File: config.mk
export PLATFORM = sky130hd
export DESIGN_NAME = mem_cmd_arbiter
export DESIGN_NICKNAME = d
export VERILOG_FILES = /design/src/include/mem_macros.svh /design/src/mem_pkg.sv /design/src/mem_cmd_arbiter.sv
export SDC_FILE = /design/constraint.sdc
export NUM_CORES = 1
export LEC_CHECK = 0
export ABC_AREA = 1
export BUFFER_PORTS_ARGS = -buffer_cell sky130_fd_sc_hd__buf_2
export CORE_AREA = 2 2 107 109
export CTS_CLUSTER_DIAMETER = 50
export DETAILED_ROUTE_END_ITERATION = 12
export DIE_AREA = 0 0 109 111
export HOLD_SLACK_MARGIN = 0.1
export PLACE_DENSITY_LB_ADDON = 0.1
export SLEW_MARGIN = 20
export SYNTH_ARGS = -nofsm -noshare
export SYNTH_HDL_FRONTEND = slang
export SYNTH_SLANG_ARGS = --single-unit
File: constraint.sdc
create_clock -name clkConstrained -period 4.14 [get_ports clkConstrained]
set_input_delay 0.621 -clock clkConstrained [delete_from_list [all_inputs] [get_ports clkConstrained]]
set_output_delay 0.621 -clock clkConstrained [all_outputs]
set_load 0.05 [all_outputs]
File: src/include/mem_macros.svh
`ifndef MEM_MACROS_SVH
`define MEM_MACROS_SVH

// RAM depth in 32-bit words
`define MEM_WORDS 1024

// start of RAM in the byte address space
`define RAM_BASE 32'h0000_0000

// machine timer block
// offset 0 mtime low, 4 mtime high, 8 mtimecmp low, 12 mtimecmp high
// offset 16 holds the low word of the cycle counter
`define TIMER_BASE 32'h1000_0000

// any write here ends the program
`define EXIT_ADDR 32'h1000_0020

// clock cycles per mtime tick
`define TIME_DIV 4

`endif

File: src/mem_pkg.sv
package mem_pkg;

    // width of a data access
    typedef enum logic [1:0] {
        SIZE_B = 2'd0,
        SIZE_H = 2'd1,
        SIZE_W = 2'd2
    } mem_size_e;

    // instruction fetch port
    typedef struct packed {
        logic        valid;
        logic [31:0] addr;
    } ireq_t;

    typedef struct packed {
        logic        valid;
        logic [31:0] inst;
    } iresp_t;

    // data port, byte addressed
    typedef struct packed {
        logic        valid;
        logic        wen;
        mem_size_e   size;
        logic [31:0] addr;
        logic [31:0] wdata;
    } dreq_t;

    typedef struct packed {
        logic        valid;
        logic [31:0] rdata;
    } dresp_t;

    // memory bus, addr is the byte address of a whole word
    typedef struct packed {
        logic        valid;
        logic        wen;
        logic [31:0] addr;
        logic [31:0] wdata;
        logic [3:0]  wmask;
    } bus_req_t;

    typedef struct packed {
        logic        valid;
        logic [31:0] rdata;
    } bus_resp_t;

    typedef enum logic [1:0] {
        ARB_IDLE,
        ARB_IFETCH,
        ARB_DATA,
        ARB_EXITED
    } arb_state_e;

    typedef enum logic [1:0] {
        SPL_IDLE,
        SPL_FIRST,
        SPL_SECOND,
        SPL_DONE
    } split_state_e;

endpackage

File: src/mem_cmd_arbiter.sv
`timescale 1ns/1ps

module mem_cmd_arbiter (
    input  logic               clkConstrained,
    input  logic               arst_n,
    input  logic               exited,
    input  mem_pkg::ireq_t     ireq,
    output mem_pkg::iresp_t    iresp,
    input  mem_pkg::dreq_t     dreq,
    output mem_pkg::dresp_t    dresp,
    output mem_pkg::bus_req_t  bus_req,
    input  logic               bus_ready,
    input  mem_pkg::bus_resp_t bus_resp
);

    mem_pkg::arb_state_e state;
    mem_pkg::arb_state_e state_nxt;
    logic                sent_q;
    logic                spill_q;
    logic [3:0]          size_mask;
    logic [7:0]          span;
    logic                busy;

    always_comb begin
        case (dreq.size)
            mem_pkg::SIZE_B: size_mask = 4'b0001;
            mem_pkg::SIZE_H: size_mask = 4'b0011;
            default:         size_mask = 4'b1111;
        endcase
    end

    // byte lanes over two words with the upper half in the next word
    assign span = {4'b0000, size_mask} << dreq.addr[1:0];
    assign busy = (state == mem_pkg::ARB_IFETCH) || (state == mem_pkg::ARB_DATA);

    always_comb begin
        state_nxt = state;
        case (state)
            mem_pkg::ARB_IDLE: begin
                // data side wins a tie
                if (exited) begin
                    state_nxt = mem_pkg::ARB_EXITED;
                end else if (dreq.valid) begin
                    state_nxt = mem_pkg::ARB_DATA;
                end else if (ireq.valid) begin
                    state_nxt = mem_pkg::ARB_IFETCH;
                end
            end
            mem_pkg::ARB_IFETCH, mem_pkg::ARB_DATA: begin
                if (bus_resp.valid) begin
                    state_nxt = exited ? mem_pkg::ARB_EXITED : mem_pkg::ARB_IDLE;
                end
            end
            default: state_nxt = state;
        endcase
    end

    always_ff @(posedge clkConstrained or negedge arst_n) begin
        if (!arst_n) begin
            state   <= mem_pkg::ARB_IDLE;
            sent_q  <= 1'b0;
            spill_q <= 1'b0;
        end else begin
            state <= state_nxt;
            if (busy && bus_resp.valid) begin
                sent_q <= 1'b0;
            end else if (bus_req.valid && bus_ready) begin
                sent_q <= 1'b1;
            end
            // the splitter sends the second half of a spilling access right after the first
            if (state == mem_pkg::ARB_DATA && bus_resp.valid) begin
                spill_q <= spill_q ? 1'b0 : (span[7:4] != 4'b0000);
            end
        end
    end

    always_comb begin
        bus_req.valid = busy && !sent_q;
        bus_req.wen   = (state == mem_pkg::ARB_DATA) && dreq.wen;
        bus_req.addr  = (state == mem_pkg::ARB_DATA) ? {dreq.addr[31:2], 2'b00}
                                                     : {ireq.addr[31:2], 2'b00};
        bus_req.wdata = dreq.wdata;
        bus_req.wmask = spill_q ? span[7:4] : span[3:0];
    end

    // route the response to whichever side holds the grant
    always_comb begin
        iresp.valid = (state == mem_pkg::ARB_IFETCH) && bus_resp.valid;
        iresp.inst  = bus_resp.rdata;
        dresp.valid = (state == mem_pkg::ARB_DATA) && bus_resp.valid;
        dresp.rdata = bus_resp.rdata;
    end

    // nothing reaches the bus once the exit register has been written
    assert property (@(posedge clkConstrained) disable iff (!arst_n)
        exited |-> !bus_req.valid)
        else $error("arbiter issued a bus request after exit");

endmodule

==> key figures, run 1 <==
Floorplanning
  • Die width: 109 um
  • Cell row count: 39
  • Die H: 111 um
  • DIE AREA: 0.0121 mm^2
  • I/O pin cnt: 274
  • Core Region: 0.0111 mm^2
  • Initial Utilization: 0.147

Synth
  • Synth Cell Area: 0.00162 mm^2
  • Ys Warns: 0
  • Syn avg cell area: 8.36 um^2
  • Post-synthesis register bit count: 4
  • Sequential area share after synthesis: 0.0617
  • Post-synth cell types: 19
  • Post-Synthesis Cells: 194

Clocking
  • # resized after CTS: 0
  • Root Buffer: clkbuf_16
  • Clock Pin Slew Worst Setup and Hold Paths: 0.03 ns
  • Hold Buf Count CTS: 0
  • CTS Buf Count: 3
  • CTS H-tree lvls: 1
  • Worst-Skew Late Latency: 0.22 ns
  • CTS max path bufs: 2
  • CTS tree: built
  • CTS sink count: 4
  • Total setup buffers inserted after CTS: 0

Setup path
  • WP buf/inv: 3
  • Setup Crit Path Kind: register to output port
  • Worst-path cell chain: inv_1 -> ha_2 -> buf_4 -> mux2_4 -> buf_2
  • Worst endpoint required time: 3.52 ns
  • Critical path's slowest cell: ha_2
  • Worst path arrival time: 2.18 ns
  • Cell family with most CP delay: buffers and inverters
  • Crit path max fanout: 21
  • Worst path max stage delay: 0.47 ns
  • Critical path startpoint category: register
  • Worst Setup End Kind: output port

GRT
  • GR Overflow Total: 0
  • Gr usage total: 0.0479
  • Largest net degree at the start of global routing: 22
  • First-pass GRT wire length: 4.66 mm
  • Vias in the first global route: 1031
  • Initial antenna violation count: 0

Timing
  • RSZ-0062 raised after global routing: false
  • Tcrit/Tclk final: 0.676
  • Fmax: 357 MHz
  • Pins Over Slew Limit: 0
  • Final setup viols: 0
  • Final TNS setup: 0 ns
  • Setup WS post-layout: 1.34 ns
  • Final hold violations: 0
  • Final Critical Period: 2.80 ns
  • Clk_skew: 0.000777 ns

Drt
  • DRC: 0
  • Via density: 3.17
  • Post-route ant nets: 0
  • Drt pass-1 iters: 3
  • 1st-iter DRT viols: 15
  • WL/cell: 9.66 um
  • WL final: 3.37 mm
  • Via count: 1105

Layout
  • Antenna cells: 0
  • # nets final: 349
  • P&R area growth vs syn: 0.385%
  • Share of cells above drive strength 1: 0.714

Placed design
  • GPL Wtd Cong: 0.661
  • PortBufs: 109
  • Post-DP HPWL: 2.90 mm
  • Pre-CTS setup slack: 1.49 ns

Worst hold path
  • Hold crit path type: primary input to asynchronous set/reset pin

Power and ir drop
  • Power Density: 757 mW/mm^2
  • Pleak: 0.000934 uW
  • Worst vdd ir: 202 uV

Run status
  • Outcome: completed

Job
  • Max-cap viol count: 0
per-layer routing:
layer / track usage / wire length, um / part of all wire
met5: 0 / 0 / 0
met4: 0.0291 / 129 / 0.038
met3: 0.0182 / 508 / 0.15
met2: 0.0824 / 1550 / 0.46
met1: 0.0478 / 1180 / 0.35
sequential cells by signal (all words and copies together), names as in the netlist:
name / count
sent_q: 1
spill_q: 1
state: 2
cells by family after synthesis:
family                     count (synthesis)  share of synthesized area
buffers and inverters                    115                      0.527
adders and majority gates                  3                     0.0231
and+or+nand+nor                           33                     0.0856
DFF                                        4                     0.0617
other                                      1                    0.00231
AOI/OAI and AO/OA                          8                     0.0270
muxes                                     30                      0.273
final cells by class:
cell class,count,area (um^2)
Inverter,13,48.8
Clock buffer,3,75.1
Timing Repair Buffer,110,553
Tap cell,143,179
Multi-Input combinational cell,76,673
Sequential cell,4,100
Fill cell,1276,9450
path summary, 6_finish.rpt:
kind | slack, ns | from | cells past startpoint | end
min | 0.20 | arst_n | 1 | spill_q
max | 1.34 | state[0] | 5 | bus_req[64]
max reg2reg | 2.78 | state[0] | 6 | spill_q
max in group asynchronous | 3.81 | arst_n | 1 | sent_q
min reg2reg | 0.50 | state[0] | 2 | state[0]
min in group clkConstrained | 0.50 | state[0] | 2 | state[0]
cell usage in the layout (no fill, tap or decap):
master,synthesis,layout
a21oi_1,1,1
nand3_1,5,5
o21ai_2,1,1
buf_2,0,109
nand4_1,1,1
buf_4,98,1
ha_2,0,1
conb_1,1,2
dfrtp_1,4,4
nand2_1,20,20
o21ai_0,6,6
clkbuf_16,0,3
mux2_2,2,2
nor2_2,1,1
nor2_1,4,4
mux2_4,28,28
ha_1,3,2
inv_1,13,13
nor3_1,1,1
nand2_2,1,1
cell usage after synthesis, drive strengths merged:
cell type    n  share of area
buf        102           0.50
nor2         5          0.013
nor3         1         0.0031
conb         1         0.0023
nand4        1         0.0039
a21oi        1         0.0031
dfrtp        4          0.062
nand2       21          0.050
o21ai        7          0.024
nand3        5          0.015
mux2        30           0.27
inv         13          0.030
ha           3          0.023
worst reg2reg max path, cell delays in order (launching register included):
cell and delay [ns]:
dfrtp_1 0.38, inv_1 0.09, ha_2 0.47, nand2_2 0.11, nor2_2 0.10, nand3_1 0.08
o21ai_2 0.06
power breakdown:
group	internal, uW	leakage (uW)	switching [uW]
clock	123	0.0000370	24.8
combinational	330	0.000848	675
sequential	60.4	0.0000489	18.9
total	513	0.000934	719
through the flow:
stage / utilization / cell area (um^2) / power [uW] / hold slack (ns) / instances
floorplan: - / 1630 / 1220 / 0.325 / 195
global placement: 0.140 / 1550 / 1110 / 0.438 / 346
detailed placement: 0.140 / 1550 / 1100 / 0.439 / 346
CTS: 0.147 / 1630 / 1250 / 0.206 / 349
global route: 0.147 / 1630 / 1310 / 0.213 / 349
finish: 0.147 / 1630 / 1230 / 0.204 / 349
No activity file was read; power rests on OpenSTA's default activity.
==> run 2, diff against run 1 <==
- CORE_AREA: 2 2 107 109 -> 2 2 106 108
- DIE_AREA: 0 0 109 111 -> 0 0 108 110
- clock period: 4.14 -> 2.6 ns (I/O delays scaled with it)
==> key figures, run 2 (same netlist as run 1, synthesis figures left out) <==
Timing
  • Final Critical Period: 2.08 ns
  • RSZ-0062 raised after global routing: false (unchanged)
  • Pins Over Slew Limit: 0 (unchanged)
  • Final setup viols: 0 (unchanged)
  • Clk_skew: 0.00100 ns (was 0.000777 ns)
  • Final hold violations: 0 (unchanged)
  • Fmax: 481 MHz
  • Tcrit/Tclk final: 0.800
  • Final TNS setup: 0 ns (unchanged)
  • Setup WS post-layout: 0.519 ns (was 1.34 ns)

Layout
  • Antenna cells: 0 (unchanged)
  • Storage cell area: 100 um^2 (unchanged)
  • Share of cells above drive strength 1: 0.712 (was 0.714)
  • Footprint of the multi-input gates: 673 um^2 (unchanged)
  • Max reg flops: 2 (unchanged)
  • Commonest non-fill, non-tap cell in the layout: buf_2 (unchanged)
  • P&R area growth vs syn: -0.0768% (was 0.385%)
  • Biggest regs: state (2), sent_q (1), spill_q (1) (unchanged)
  • Most flop-heavy register: state (unchanged)
  • Commonest cells after routing, fill and taps aside: buf_2, mux2_4, nand2_1 (unchanged)
  • # nets final: 351 (was 349)
  • Fill cell count: 1235 (was 1276)

Setup path
  • Worst endpoint required time: 2.21 ns (was 3.52 ns)
  • Reg-to-reg slack, setup: 1.28 ns (was 2.78 ns)
  • Critical path's slowest cell: dfrtp_1 (was ha_2)
  • Worst-path cell chain: inv_1 -> ha_2 -> buf_12 -> mux2_2 -> buf_2 (was inv_1 -> ha_2 -> buf_4 -> mux2_4 -> buf_2)
  • Critical path startpoint category: register (unchanged)
  • Worst path arrival time: 1.69 ns (was 2.18 ns)
  • Worst R2R Path Depth: 8 (was 6)
  • Worst path max stage delay: 0.39 ns (was 0.47 ns)
  • Crit path max fanout: 23 (was 21)
  • Worst Setup End Kind: output port (unchanged)
  • Setup Crit Path Kind: register to output port (unchanged)

Placed design
  • PortBufs: 109 (unchanged)
  • GPL Wtd Cong: 0.693 (was 0.661)
  • Pre-CTS setup slack: 0.723 ns (was 1.49 ns)
  • Post-DP HPWL: 3.10 mm (was 2.90 mm)

Drt
  • WL/cell: 9.95 um (was 9.66 um)
  • Via count: 1132 (was 1105)
  • DRC: 0 (unchanged)
  • WL final: 3.46 mm (was 3.37 mm)
  • Drt pass-1 iters: 4 (was 3)
  • Via density: 3.25 (was 3.17)
  • Post-route ant nets: 0 (unchanged)
  • 1st-iter DRT viols: 21 (was 15)

GRT
  • Gr usage total: 0.0479 (about the same)
  • Largest net degree at the start of global routing: 24 (was 22)
  • First-pass GRT wire length: 4.60 mm (was 4.66 mm)
  • GR Overflow Total: 0 (unchanged)
  • Initial antenna violation count: 0 (unchanged)
  • Vias in the first global route: 1043 (was 1031)

Clocking
  • CTS Buf Count: 3 (unchanged)
  • Total setup buffers inserted after CTS: 0 (unchanged)
  • # resized after CTS: 0 (unchanged)
  • CTS tree: built (unchanged)
  • CTS sink count: 4 (unchanged)
  • Root Buffer: clkbuf_8 (was clkbuf_16)
  • Worst-Skew Late Latency: 0.21 ns (was 0.22 ns)
  • CTS max path bufs: 2 (unchanged)
  • Hold Buf Count CTS: 1 (was 0)
  • Clock Pin Slew Worst Setup and Hold Paths: 0.03 ns (about the same)
  • CTS H-tree lvls: 1 (unchanged)

Floorplanning
  • Cell row count: 38 (was 39)
  • Die width: 108 um (was 109 um)
  • Core Region: 0.0107 mm^2 (was 0.0111 mm^2)
  • Die H: 110 um (was 111 um)
  • DIE AREA: 0.0119 mm^2 (was 0.0121 mm^2)
  • I/O pin cnt: 274 (unchanged)
  • Initial Utilization: 0.152 (was 0.147)

Power and ir drop
  • Total power: 1880 uW (was 1230 uW)
  • Worst vdd ir: 385 uV (was 202 uV)
  • Power Density: 1160 mW/mm^2 (was 757 mW/mm^2)
  • Pleak: 0.000931 uW (was 0.000934 uW)

Worst hold path
  • Worst hold stages: 5
  • Hold crit path type: primary input to register (was primary input to asynchronous set/reset pin)

Job
  • Max-cap viol count: 0 (unchanged)

Run status
  • Outcome: completed (unchanged)
==> run 2: changes by cell type in the layout (fill, tap and decap cells not counted), sizes merged <==
cell / before / now
buf: 110 / 111
dlygate4sd3: 0 / 1
==> run 2: final timing paths <==
path | from | end
setup / recovery | state[0] | bus_req[67]
hold / removal | bus_ready | sent_q
setup reg to reg | state[0] | state[0]
hold reg to reg | state[1] | state[1]
max in group asynchronous | arst_n | sent_q
min in group asynchronous | arst_n | state[0]
==> run 2: worst max-delay path: cells and delay by family (launching register included) <==
family / cells / cell delay, ns
flip-flops: 1 / 0.39
adder cells (fa/ha/maj): 1 / 0.22
buffers and inverters: 3 / 0.51
multiplexers: 1 / 0.36
==> run 2: routing by layer <==
layer | vias up | wire length (um) | GRT usage
met5 | - | 0 | 0
met1 | 477 | 1080 | 0.0427
met2 | 110 | 1720 | 0.0975
met3 | 4 | 630 | 0.0247
li1 | 541 | - | -
met4 | 0 | 32 | 0.00641
==> run 2: per-stage QoR <==
step | utilization | instance area, um^2 | std cells | hold WS, ns
finish | 0.152 | 1620 | 348 | 0.497
global route | 0.152 | 1620 | 348 | 0.520
CTS | 0.152 | 1620 | 348 | 0.497
detailed placement | 0.147 | 1570 | 344 | 0.206
global placement | 0.147 | 1570 | 344 | 0.205
floorplan | - | 1630 | 195 | 0.0944
==> run 2: cell type report <==
cell class	instances	share of cell area
multi-input cells	76	0.415
well taps	140	0.108
repair buffers	112	0.360
inverters	13	0.0301
flip-flops and latches	4	0.0617
clock buffers	3	0.0255
==> run 2: power breakdown <==
group,switching [uW],total [uW],internal [uW]
Sequential,29.3,126,96.2
Combinational,1080,1630,552
Clock,27.6,126,98.3
