--- src/include/mem_macros.svh ---
`ifndef MEM_MACROS_SVH
`define MEM_MACROS_SVH

// RAM depth in 32-bit words
`define MEM_WORDS 1024

// start of RAM in the byte address space
`define RAM_BASE 32'h0000_0000

// machine timer block
// offset 0 mtime low, 4 mtime high, 8 mtimecmp low, 12 mtimecmp high
// offset 16 holds the low word of the cycle counter
`define TIMER_BASE 32'h1000_0000

// any write here ends the program
`define EXIT_ADDR 32'h1000_0020

// clock cycles per mtime tick
`define TIME_DIV 4

`endif

--- src/timer_counters.sv ---
`timescale 1ns/1ps
`include "mem_macros.svh"

module timer_counters (
    input  logic        clkConstrained,
    input  logic        arst_n,
    output logic [63:0] cycle,
    output logic [63:0] mtime
);

    localparam int unsigned DIV_W = ($clog2(`TIME_DIV) > 0) ? $clog2(`TIME_DIV) : 1;

    logic [DIV_W-1:0] prescale;

    always_ff @(posedge clkConstrained or negedge arst_n) begin
        if (!arst_n) begin
            cycle    <= 64'h0;
            mtime    <= 64'h0;
            prescale <= '0;
        end else begin
            cycle <= cycle + 64'd1;
            // one time tick per TIME_DIV clocks
            if (prescale == DIV_W'(`TIME_DIV - 1)) begin
                prescale <= '0;
                mtime    <= mtime + 64'd1;
            end else begin
                prescale <= prescale + 1'b1;
            end
        end
    end

endmodule

--- config.mk ---
export PLATFORM = sky130hd
export DESIGN_NAME = timer_counters
export DESIGN_NICKNAME = d
export VERILOG_FILES = /design/src/timer_counters.sv
export VERILOG_INCLUDE_DIRS = /design/src /design/src/include
export SDC_FILE = /design/constraint.sdc
export NUM_CORES = 1
export LEC_CHECK = 0
export ABC_AREA = 1
export BUFFER_PORTS_ARGS = -buffer_cell sky130_fd_sc_hd__clkbuf_2
export CAP_MARGIN = 5
export CELL_PAD_IN_SITES_DETAIL_PLACEMENT = 1
export CELL_PAD_IN_SITES_GLOBAL_PLACEMENT = 1
export CORE_MARGIN = 1
export CORE_UTILIZATION = 37
export DETAILED_ROUTE_END_ITERATION = 12
export GPL_TIMING_DRIVEN = 0
export PLACE_DENSITY_LB_ADDON = 0.12
export SLEW_MARGIN = 20
export SYNTH_ARGS = -nofsm -noshare
export SYNTH_HDL_FRONTEND = slang
export SYNTH_SLANG_ARGS = --single-unit
--- constraint.sdc ---
create_clock -name clkConstrained -period 1.5 [get_ports clkConstrained]
set_input_delay 0.075 -clock clkConstrained [delete_from_list [all_inputs] [get_ports clkConstrained]]
set_output_delay 0.075 -clock clkConstrained [all_outputs]
set_load 0.005 [all_outputs]
==> metrics.cfg, run 1 <==
[outcome]
status = complete, but fails checks
violations = negative setup slack

[setup_path]
endpoint = mtime[41]
timing.rr.end = mtime[41]
critPathArrivalTime_ns = 2.06
worstRegToRegCells = 9
r2r_start = mtime[1]
r2r_slack_ns = -0.24
critPathLaunch = mtime[1]
critPathMaxFanout = 6
crit_required_ns = 1.82
path_class = reg -> reg
start_kind = flop
worstSetupEndpointType = flop

[drt]
drtPass1Iterations = 5
viasPerCell = 5.35
met1Wirelength_mm = 13.0
route.met3.wl_mm = 1.33
drtAntennaViolNets = 0
dr.max_layer_used = met4
wl_per_cell_microns = 22.1
drc_errors = 0
drt_iter0_drc = 390
wl_mm = 34.4
via_count = 8346
wl_met2_mm = 17.8

[sta]
worst_slack_ns = -0.241
final.min_clock_period_ns = 1.74
max_freq_mhz = 575
hold_viol = 0
max_slew.worst_pin.slew_ns = 0.676
period_share = 1.16
relSlewSlack = 0.550
rsz0062_at_grt = true
final-max-slew-violation-count = 0
fin_skew_ns = 0.0145
setup_viol = 93

[clock_tree]
path_clk_slew_ns = 0.06
cts.sinks = 130
cts_made_buffers = 17
h-tree-depth = 4
clock-root-buffer = clkbuf_16
clk_latency_ns = 0.44
clock_path_buffers = 2
cts_tree = done

[final_layout]
synthToLayoutAreaGrowth_pct = 63.2
fill_cells = 2285
drive_above_1_share = 0.557
fin_nets = 1290
fin_util = 0.619
regArea_sq_um = 3320
multi_input_area_sq_um = 5400
diodes = 0
instances_no_fill = 1560

[synthesis]
synth_top_area_share = 0.438
ys.warnings.count = 0
synth.distinct_cells = 24
synth.largest_area_cell = dfrtp_1
yosysMostFrequentCell = nand2_1
synthCells = 975
synthesis.nets = 980
async_reset_ff_frac = 1.00
yosys-top-cells-count = 266 x nand2_1, 152 x nor2_1, 130 x dfrtp_1
ys_seq_area_frac = 0.438
syn_area_per_cell_sq_um = 7.62
synth_ff_type = dfrtp_1
synth_area_leaders = dfrtp_1 44%, nand2_1 13%, nor2_1 7.7%
synth_edf_count = 0
syn-cell-area_sq_um = 7430
synth-seq-cells = 130

[placement]
dp.cells = 1370
dp_slack_ns = -0.446
finalWeightedCongestion = 0.887
port_buffers = 129
dpl.hpwl_mm = 19.5

[global_route]
grt_pass1_vias = 7953
grtUsageTotal = 0.279
grt_pass1_wl_mm = 42.8
grt_max_degree = 79
grt-ovfl-total = 0
antenna_found_initial = 0

[die]
rows = 51
core_area_sq_um = 19600
die_h_microns = 144
initial_utilization = 0.379
die-width_microns = 144
ioPinCount = 130
die_area_sq_um = 20600

[job]
maxCapViolations = 0

[power_and_ir_drop]
power.share.clock = 0.550
total_power_mw = 7.97
p_sw_mw = 1.74
leakage_nw = 6.03
sw_frac_of_total = 0.219
power_frac_comb = 0.011
seqPwrFrac = 0.440
internal_power_mw = 6.23
powerDensity_nw_per_um2 = 658
ir_worst_vdd_mv = 0.789

[min_path]
hold_path.class = in -> async

cell usage in the layout (no fill, tap or decap), drive strengths merged, types with 41 or more instances in the layout:
cell type,netlist,final
nand3,58,58
nand4,41,41
nor3,48,48
dfrtp,130,130
inv,119,119
nand2,276,276
nor2,181,181
buf,0,161
clkbuf,1,153
xor2,61,61
state kept, by name, indices dropped and copies added, names as in the netlist:
name,count
prescale,2
mtime,64
cycle,64
area by class of cell:
class,count,area share
buffer,1,0.000620
clock buffer,23,0.0394
clock inverter,6,0.00867
inverter,119,0.0387
multi-input combinational,725,0.446
sequential,130,0.274
tap,265,0.0274
timing repair buffer,291,0.165
per-layer routing:
metal	vias to the layer above	track usage
met1	4176	0.314
met2	331	0.513
met4	0	0.141
li1	3700	-
met5	-	0
met3	139	0.0360
critical path: stages (launching register included):
cell	delay (ns)
dfrtp_1	0.39
buf_4	0.15
nand2_2	0.11
nor2_4	0.14
nand2_4	0.11
nor2_4	0.16
nand2_2	0.09
nor2_4	0.23
nand2_1	0.10
xor2_1	0.15
through the flow:
stage / setup TNS (ns) / instance area, sq um / hold WS, ns
floorplan: -0.0365 / 7450 / -0.221
global placement: -265.85 / 8430 / 0.416
detailed placement: -17.17 / 8470 / 0.170
CTS: -1.34 / 10500 / 0.282
global route: -16.02 / 12100 / 0.319
finish: -9.44 / 12100 / 0.242
power by group through the flow:
stage / registers, mW / clock network, mW / logic, mW
floorplan: 3.57 / 0 / 0.00000145
detailed placement: 3.57 / 0 / 0.0888
finish: 3.51 / 4.38 / 0.0858
global route: 3.51 / 4.50 / 0.0985
global placement: 3.57 / 0 / 0.0755
CTS: 3.51 / 4.33 / 0.0902
cells by family after synthesis:
| family | share of synthesized area |
|---|---|
| xor+xnor | 0.116 |
| flops | 0.438 |
| compound gates | 0.00472 |
| simple gates | 0.376 |
| buf+inv | 0.0606 |
| fa+ha+maj | 0.00505 |
repair_timing:
| action | 4_1_cts | 5_1_grt |
|---|---|---|
| resized for setup | 244 | 285 |
| setup endpoints to repair | 103 | 96 |
| setup buffers | 86 | 74 |
| hold buffers | 1 | 0 |
| pin swaps | 53 | 140 |
| hold endpoints to repair | 77 | 0 |
how the worst min path moves through the flow:
stage	start	end	slack, ns	cells after the start
floorplan	arst_n	cycle[0]	-0.22	0
global placement	prescale[0]	prescale[0]	0.42	1
detailed placement	arst_n	mtime[22]	0.17	1
CTS	arst_n	mtime[20]	0.28	2
global route	arst_n	mtime[16]	0.32	2
finish	arst_n	mtime[22]	0.24	2
(Power assumes the default switching activity.)
==> inputs of run 2 (changes only) <==
--- a/config.mk
+++ b/config.mk
@@ -13,9 +13,11 @@
 export CELL_PAD_IN_SITES_GLOBAL_PLACEMENT = 1
 export CORE_MARGIN = 1
 export CORE_UTILIZATION = 37
+export CTS_CLUSTER_DIAMETER = 120
 export DETAILED_ROUTE_END_ITERATION = 12
 export GPL_TIMING_DRIVEN = 0
 export PLACE_DENSITY_LB_ADDON = 0.12
+export SETUP_SLACK_MARGIN = 0.5
 export SLEW_MARGIN = 20
 export SYNTH_ARGS = -nofsm -noshare
 export SYNTH_HDL_FRONTEND = slang
==> run 2 against run 1 <==
The run ends with negative hold slack, negative setup slack left. Register-to-register slack worse by 0.09 ns. Sequential share of layout area fell by 2.0 points. Design area grew 8.5%. Sequential power barely moved. Clock-buffer cell count unchanged. Via count up 8.8%. First-iteration DRC count increased by 51%. Setup slack got worse by 0.090 ns. Clock skew is 0.0023 ns lower. Core utilization up 5.3 points. Routed wire length grew 22%. Power down 4.3%. Largest cell class unchanged. Largest power group unchanged.
==> metrics.cfg, run 2 (same netlist as run 1, synthesis figures left out) <==
[setup_path]
crit_required_ns = 1.84
worstRegToRegCells = 9
critPathArrivalTime_ns = 2.17
path_class = reg -> reg
worstSetupEndpointType = flop
timing.rr.end = mtime[48]
r2r_slack_ns = -0.33
start_kind = flop
critPathMaxFanout = 4
r2r_start = mtime[11]

[power_and_ir_drop]
powerDensity_nw_per_um2 = 580
total_power_mw = 7.63
ir_worst_vdd_mv = 0.922
leakage_nw = 6.41

[sta]
final.min_clock_period_ns = 1.83
final-max-slew-violation-count = 0
relSlewSlack = 0.597
setup_viol = 106
holdWs_ns = -0.373
max_slew.worst_pin.slew_ns = 0.600
rsz0062_at_grt = true
fin_skew_ns = 0.0122
max_freq_mhz = 546
hold_viol = 54
period_share = 1.22
worst_slack_ns = -0.331

[final_layout]
synthToLayoutAreaGrowth_pct = 77.0
diodes = 0
final_cell_mix = 151 x nand2_1, 131 x buf_6, 96 x nor2_4
multi_input_area_sq_um = 5650
layout_commonest_cell = nand2_1
instances_no_fill = 1596
fin_util = 0.671
top_regs = cycle x64, mtime x64, prescale x2
stdcell_area_sq_um = 13100
fin_nets = 1326
regArea_sq_um = 3340
drive_above_1_share = 0.617
fill_cells = 2146

[placement]
dpl.hpwl_mm = 19.8
finalWeightedCongestion = 0.850
dpl-instance-area_sq_um = 8810
dp.cells = 1370
port_buffers = 129

[drt]
via_count = 9083
drt_iter0_drc = 590
drc_errors = 0
drtAntennaViolNets = 0
viasPerCell = 5.69
wl_per_cell_microns = 26.3
drtPass1Iterations = 5
wl_mm = 42.0

[outcome]
violations = negative hold slack, negative setup slack
status = complete, but fails checks

[clock_tree]
path_clk_slew_ns = 0.06
cts.sinks = 130
cts_tree = done
h-tree-depth = 4
clk_latency_ns = 0.44
clock_path_buffers = 2
clock-root-buffer = clkbuf_16
cts_made_buffers = 17

[die]
rows = 51
core_area_sq_um = 19600
die-width_microns = 144
ioPinCount = 130
initial_utilization = 0.379
die_h_microns = 144
die_area_sq_um = 20600

[global_route]
grt_max_degree = 77
grt-ovfl-total = 0
grtUsageMet2 = 0.577
grtUsageTotal = 0.309
grt_pass1_wl_mm = 47.2
grt_pass1_vias = 8771
met3_usage = 0.0317
antenna_found_initial = 0
met1_usage = 0.337
grt_busiest_layer = met2

[job]
maxCapViolations = 0

[min_path]
hold_path.class = in -> async

==> run 2: area by class of cell <==
class / count / share of cell area
Inverter: 119 / 0.0364
Multi-Input combinational cell: 725 / 0.430
Clock inverter: 6 / 0.00247
Buffer: 1 / 0.00105
Clock buffer: 23 / 0.0371
Sequential cell: 130 / 0.254
Timing Repair Buffer: 327 / 0.214
Tap cell: 265 / 0.0252
==> run 2: through the flow <==
step	TNS (ns)	setup WS, ns	hold slack [ns]
finish	-16.73	-0.331	-0.373
global route	-21.58	-0.411	-0.337
CTS	-1.05	-0.0706	-0.367
detailed placement	-11.52	-0.334	0.0826
global placement	-265.34	-2.26	0.474
floorplan	-0.0397	-0.0179	-0.221
==> run 2: metal layers <==
layer  part of all wire  up-vias
li1                   -     3752
met1               0.34     4561
met2               0.53      519
met3              0.049      251
met4              0.080        0
met5                  0        -
==> run 2: what timing repair did <==
action,in CTS,in global routing
pin swaps,161,122
gates resized for setup,366,257
setup buffers,131,66
endpoints found under the hold margin,54,54
setup endpoints to repair,252,255
==> run 2: critical path, cell delays in order, from the launching register on <==
cell,delay (ns)
dfrtp_1,0.47
nand2_2,0.14
inv_1,0.14
nand3_2,0.10
nor2_4,0.22
buf_6,0.15
nand2_4,0.07
nor2_4,0.16
nand2_2,0.08
xnor2_1,0.21
==> run 2: power by group <==
part	total, mW	leakage, nW	switching (mW)	internal, mW
combinational	0.0867	4.47	0.0763	0.0104
sequential	3.50	1.68	0	3.50
clock	4.04	0.260	1.79	2.25
total	7.63	6.41	1.87	5.76
==> run 2: worst max-delay path by stage <==
stage                 from   endpoint  slack, ns  cells past startpoint
6_report         mtime[11]  mtime[48]      -0.33                      9
5_1_grt          mtime[11]  mtime[48]      -0.41                      9
4_1_cts        prescale[0]  mtime[56]      -0.07                     10
3_5_place_dp     cycle[11]  cycle[39]      -0.33                      7
3_3_place_gp        arst_n   cycle[0]      -2.26                      1
2_1_floorplan     mtime[0]  mtime[28]      -0.02                      9
==> inputs of run 3 (changes only) <==
--- a/config.mk
+++ b/config.mk
@@ -12,11 +12,10 @@
 export CELL_PAD_IN_SITES_DETAIL_PLACEMENT = 1
 export CELL_PAD_IN_SITES_GLOBAL_PLACEMENT = 1
 export CORE_MARGIN = 1
-export CORE_UTILIZATION = 37
+export CORE_UTILIZATION = 41
 export CTS_CLUSTER_DIAMETER = 120
 export DETAILED_ROUTE_END_ITERATION = 12
-export GPL_TIMING_DRIVEN = 0
-export PLACE_DENSITY_LB_ADDON = 0.12
+export PLACE_DENSITY = 0.87
 export SETUP_SLACK_MARGIN = 0.5
 export SLEW_MARGIN = 20
 export SYNTH_ARGS = -nofsm -noshare
==> constraint.sdc (replaced) <==
create_clock -name clkConstrained -period 2.1 [get_ports clkConstrained]
set_input_delay 0.105 -clock clkConstrained [delete_from_list [all_inputs] [get_ports clkConstrained]]
set_output_delay 0.105 -clock clkConstrained [all_outputs]
set_load 0.005 [all_outputs]
==> run 3 against run 2 <==
The flow finishes with violations (negative setup slack). Clock-buffer cell count decreased by 1. Power is 21% lower. Core utilization shrank 1.2 points. Critical path type unchanged. Largest cell class unchanged.
==> metrics.cfg, run 3 (same netlist as run 1, synthesis figures left out) <==
[sta]
max_slew.worst_pin.slew_ns = 0.751
final-max-slew-violation-count = 0
period_share = 1.24
relSlewSlack = 0.497
final.min_clock_period_ns = 2.59
max_freq_mhz = 386
setup_viol = 16
worst_slack_ns = -0.494
rsz0062_at_grt = true
hold_viol = 0
fin_skew_ns = 0.0294

[clock_tree]
clock-root-buffer = clkbuf_16
clk_latency_ns = 0.47
cts_tree = done
h-tree-depth = 4
cts_made_buffers = 17
cts.sinks = 130
clock_path_buffers = 2
path_clk_slew_ns = 0.09

[global_route]
grtUsageTotal = 0.358
grt_pass1_vias = 8701
grt_max_degree = 60
grt-ovfl-total = 0
grt_pass1_wl_mm = 49.0
antenna_found_initial = 7

[die]
ioPinCount = 130
die_h_microns = 137
core_area_sq_um = 17500
die_area_sq_um = 18700
rows = 48
die-width_microns = 137
initial_utilization = 0.425

[outcome]
status = complete, but fails checks
violations = negative setup slack

[placement]
finalWeightedCongestion = 0.909
dp_slack_ns = 0.237
port_buffers = 129
dpl.hpwl_mm = 20.7

[setup_path]
crit_required_ns = 2.44
critPathArrivalTime_ns = 2.93
critPathBufInv = 1
critPathMaxFanout = 5
slowest_stage = nor2_1
slowest_delay_ns = 0.49
crit_chain = nand2_1, nor2_1, nand4_1, nor2_4, nand4_1, nand2_1, inv_1
start_kind = flop
path_class = reg -> reg
path_delay_family = simple AND/OR/NAND/NOR gates
worstSetupEndpointType = flop

[drt]
drtPass1Iterations = 9
wl_mm = 49.7
drt_iter0_drc = 1247
viasPerCell = 6.47
drc_errors = 0
drtAntennaViolNets = 0
via_count = 9704
wl_per_cell_microns = 33.1

[final_layout]
fin_nets = 1263
drive_above_1_share = 0.515
top_regs = cycle x64, mtime x64, prescale x2
layout_commonest_cell = nand2_1
fin_util = 0.659
final_cell_mix = 183 x nand2_1, 128 x clkbuf_2, 124 x buf_4
synthToLayoutAreaGrowth_pct = 55.1

[job]
maxCapViolations = 0

[power_and_ir_drop]
power.share.clock = 0.573
p_sw_mw = 1.47
seqPwrFrac = 0.415
power_frac_comb = 0.012
leakage_nw = 5.47
internal_power_mw = 4.56
powerDensity_nw_per_um2 = 523
ir_worst_vdd_mv = 0.558
sw_frac_of_total = 0.243

[min_path]
hold_path.class = in -> async

## run 3: repair_timing
action,CTS,global route
hold buffers,1,0
pin swaps,26,93
endpoints found under the setup margin,92,95
setup buffers,41,86
resized for setup,140,298
hold endpoints to repair,55,0
## run 3: final cells by class
type,count,area (sq um)
clock inverter,10,156
timing repair buffer,265,1740
antenna,4,10.0
tap,225,282
inverter,119,467
fill,2029,5960
clock buffer,22,464
sequential,130,3340
multi-input combinational,725,5050
## run 3: power groups by stage
stage	logic, mW	clock network [mW]	registers, mW
global placement	0.0638	0	2.55
finish	0.0713	3.45	2.50
CTS	0.0675	3.23	2.51
floorplan	0.00000145	0	2.55
global route	0.0785	3.52	2.50
detailed placement	0.0656	0	2.55
## run 3: routing by layer
| metal | up-vias | part of all wire | global-route usage |
|---|---|---|---|
| met1 | 4639 | 0.30 | 0.392 |
| li1 | 3631 | - | - |
| met4 | 4 | 0.12 | 0.229 |
| met5 | - | 0.00064 | 0 |
| met2 | 944 | 0.45 | 0.624 |
| met3 | 486 | 0.14 | 0.0796 |
## run 3: final timing paths
kind / from / end / slack (ns) / depth (start not counted)
min in group clkConstrained: prescale[1] / prescale[1] / 0.53 / 1
worst min register to register: prescale[1] / prescale[1] / 0.53 / 1
worst min-delay path: arst_n / mtime[8] / 0.52 / 2
worst max register to register: mtime[30] / mtime[59] / -0.49 / 7
max in group asynchronous: arst_n / mtime[38] / 0.83 / 3
worst max-delay path: mtime[30] / mtime[59] / -0.49 / 7
## run 3: through the flow
step | power [mW] | hold slack [ns] | TNS [ns] | area (sq um) | std cells
6_report | 6.03 | 0.515 | -1.44 | 11500 | 1500
5_1_grt | 6.10 | 0.523 | -3.41 | 11500 | 1498
4_1_cts | 5.81 | 0.254 | 0 | 9840 | 1410
3_5_place_dp | 2.62 | 0.123 | 0 | 8430 | 1336
3_3_place_gp | 2.61 | 0.126 | 0 | 8430 | 1336
2_1_floorplan | 2.55 | -0.191 | 0 | 7430 | 975
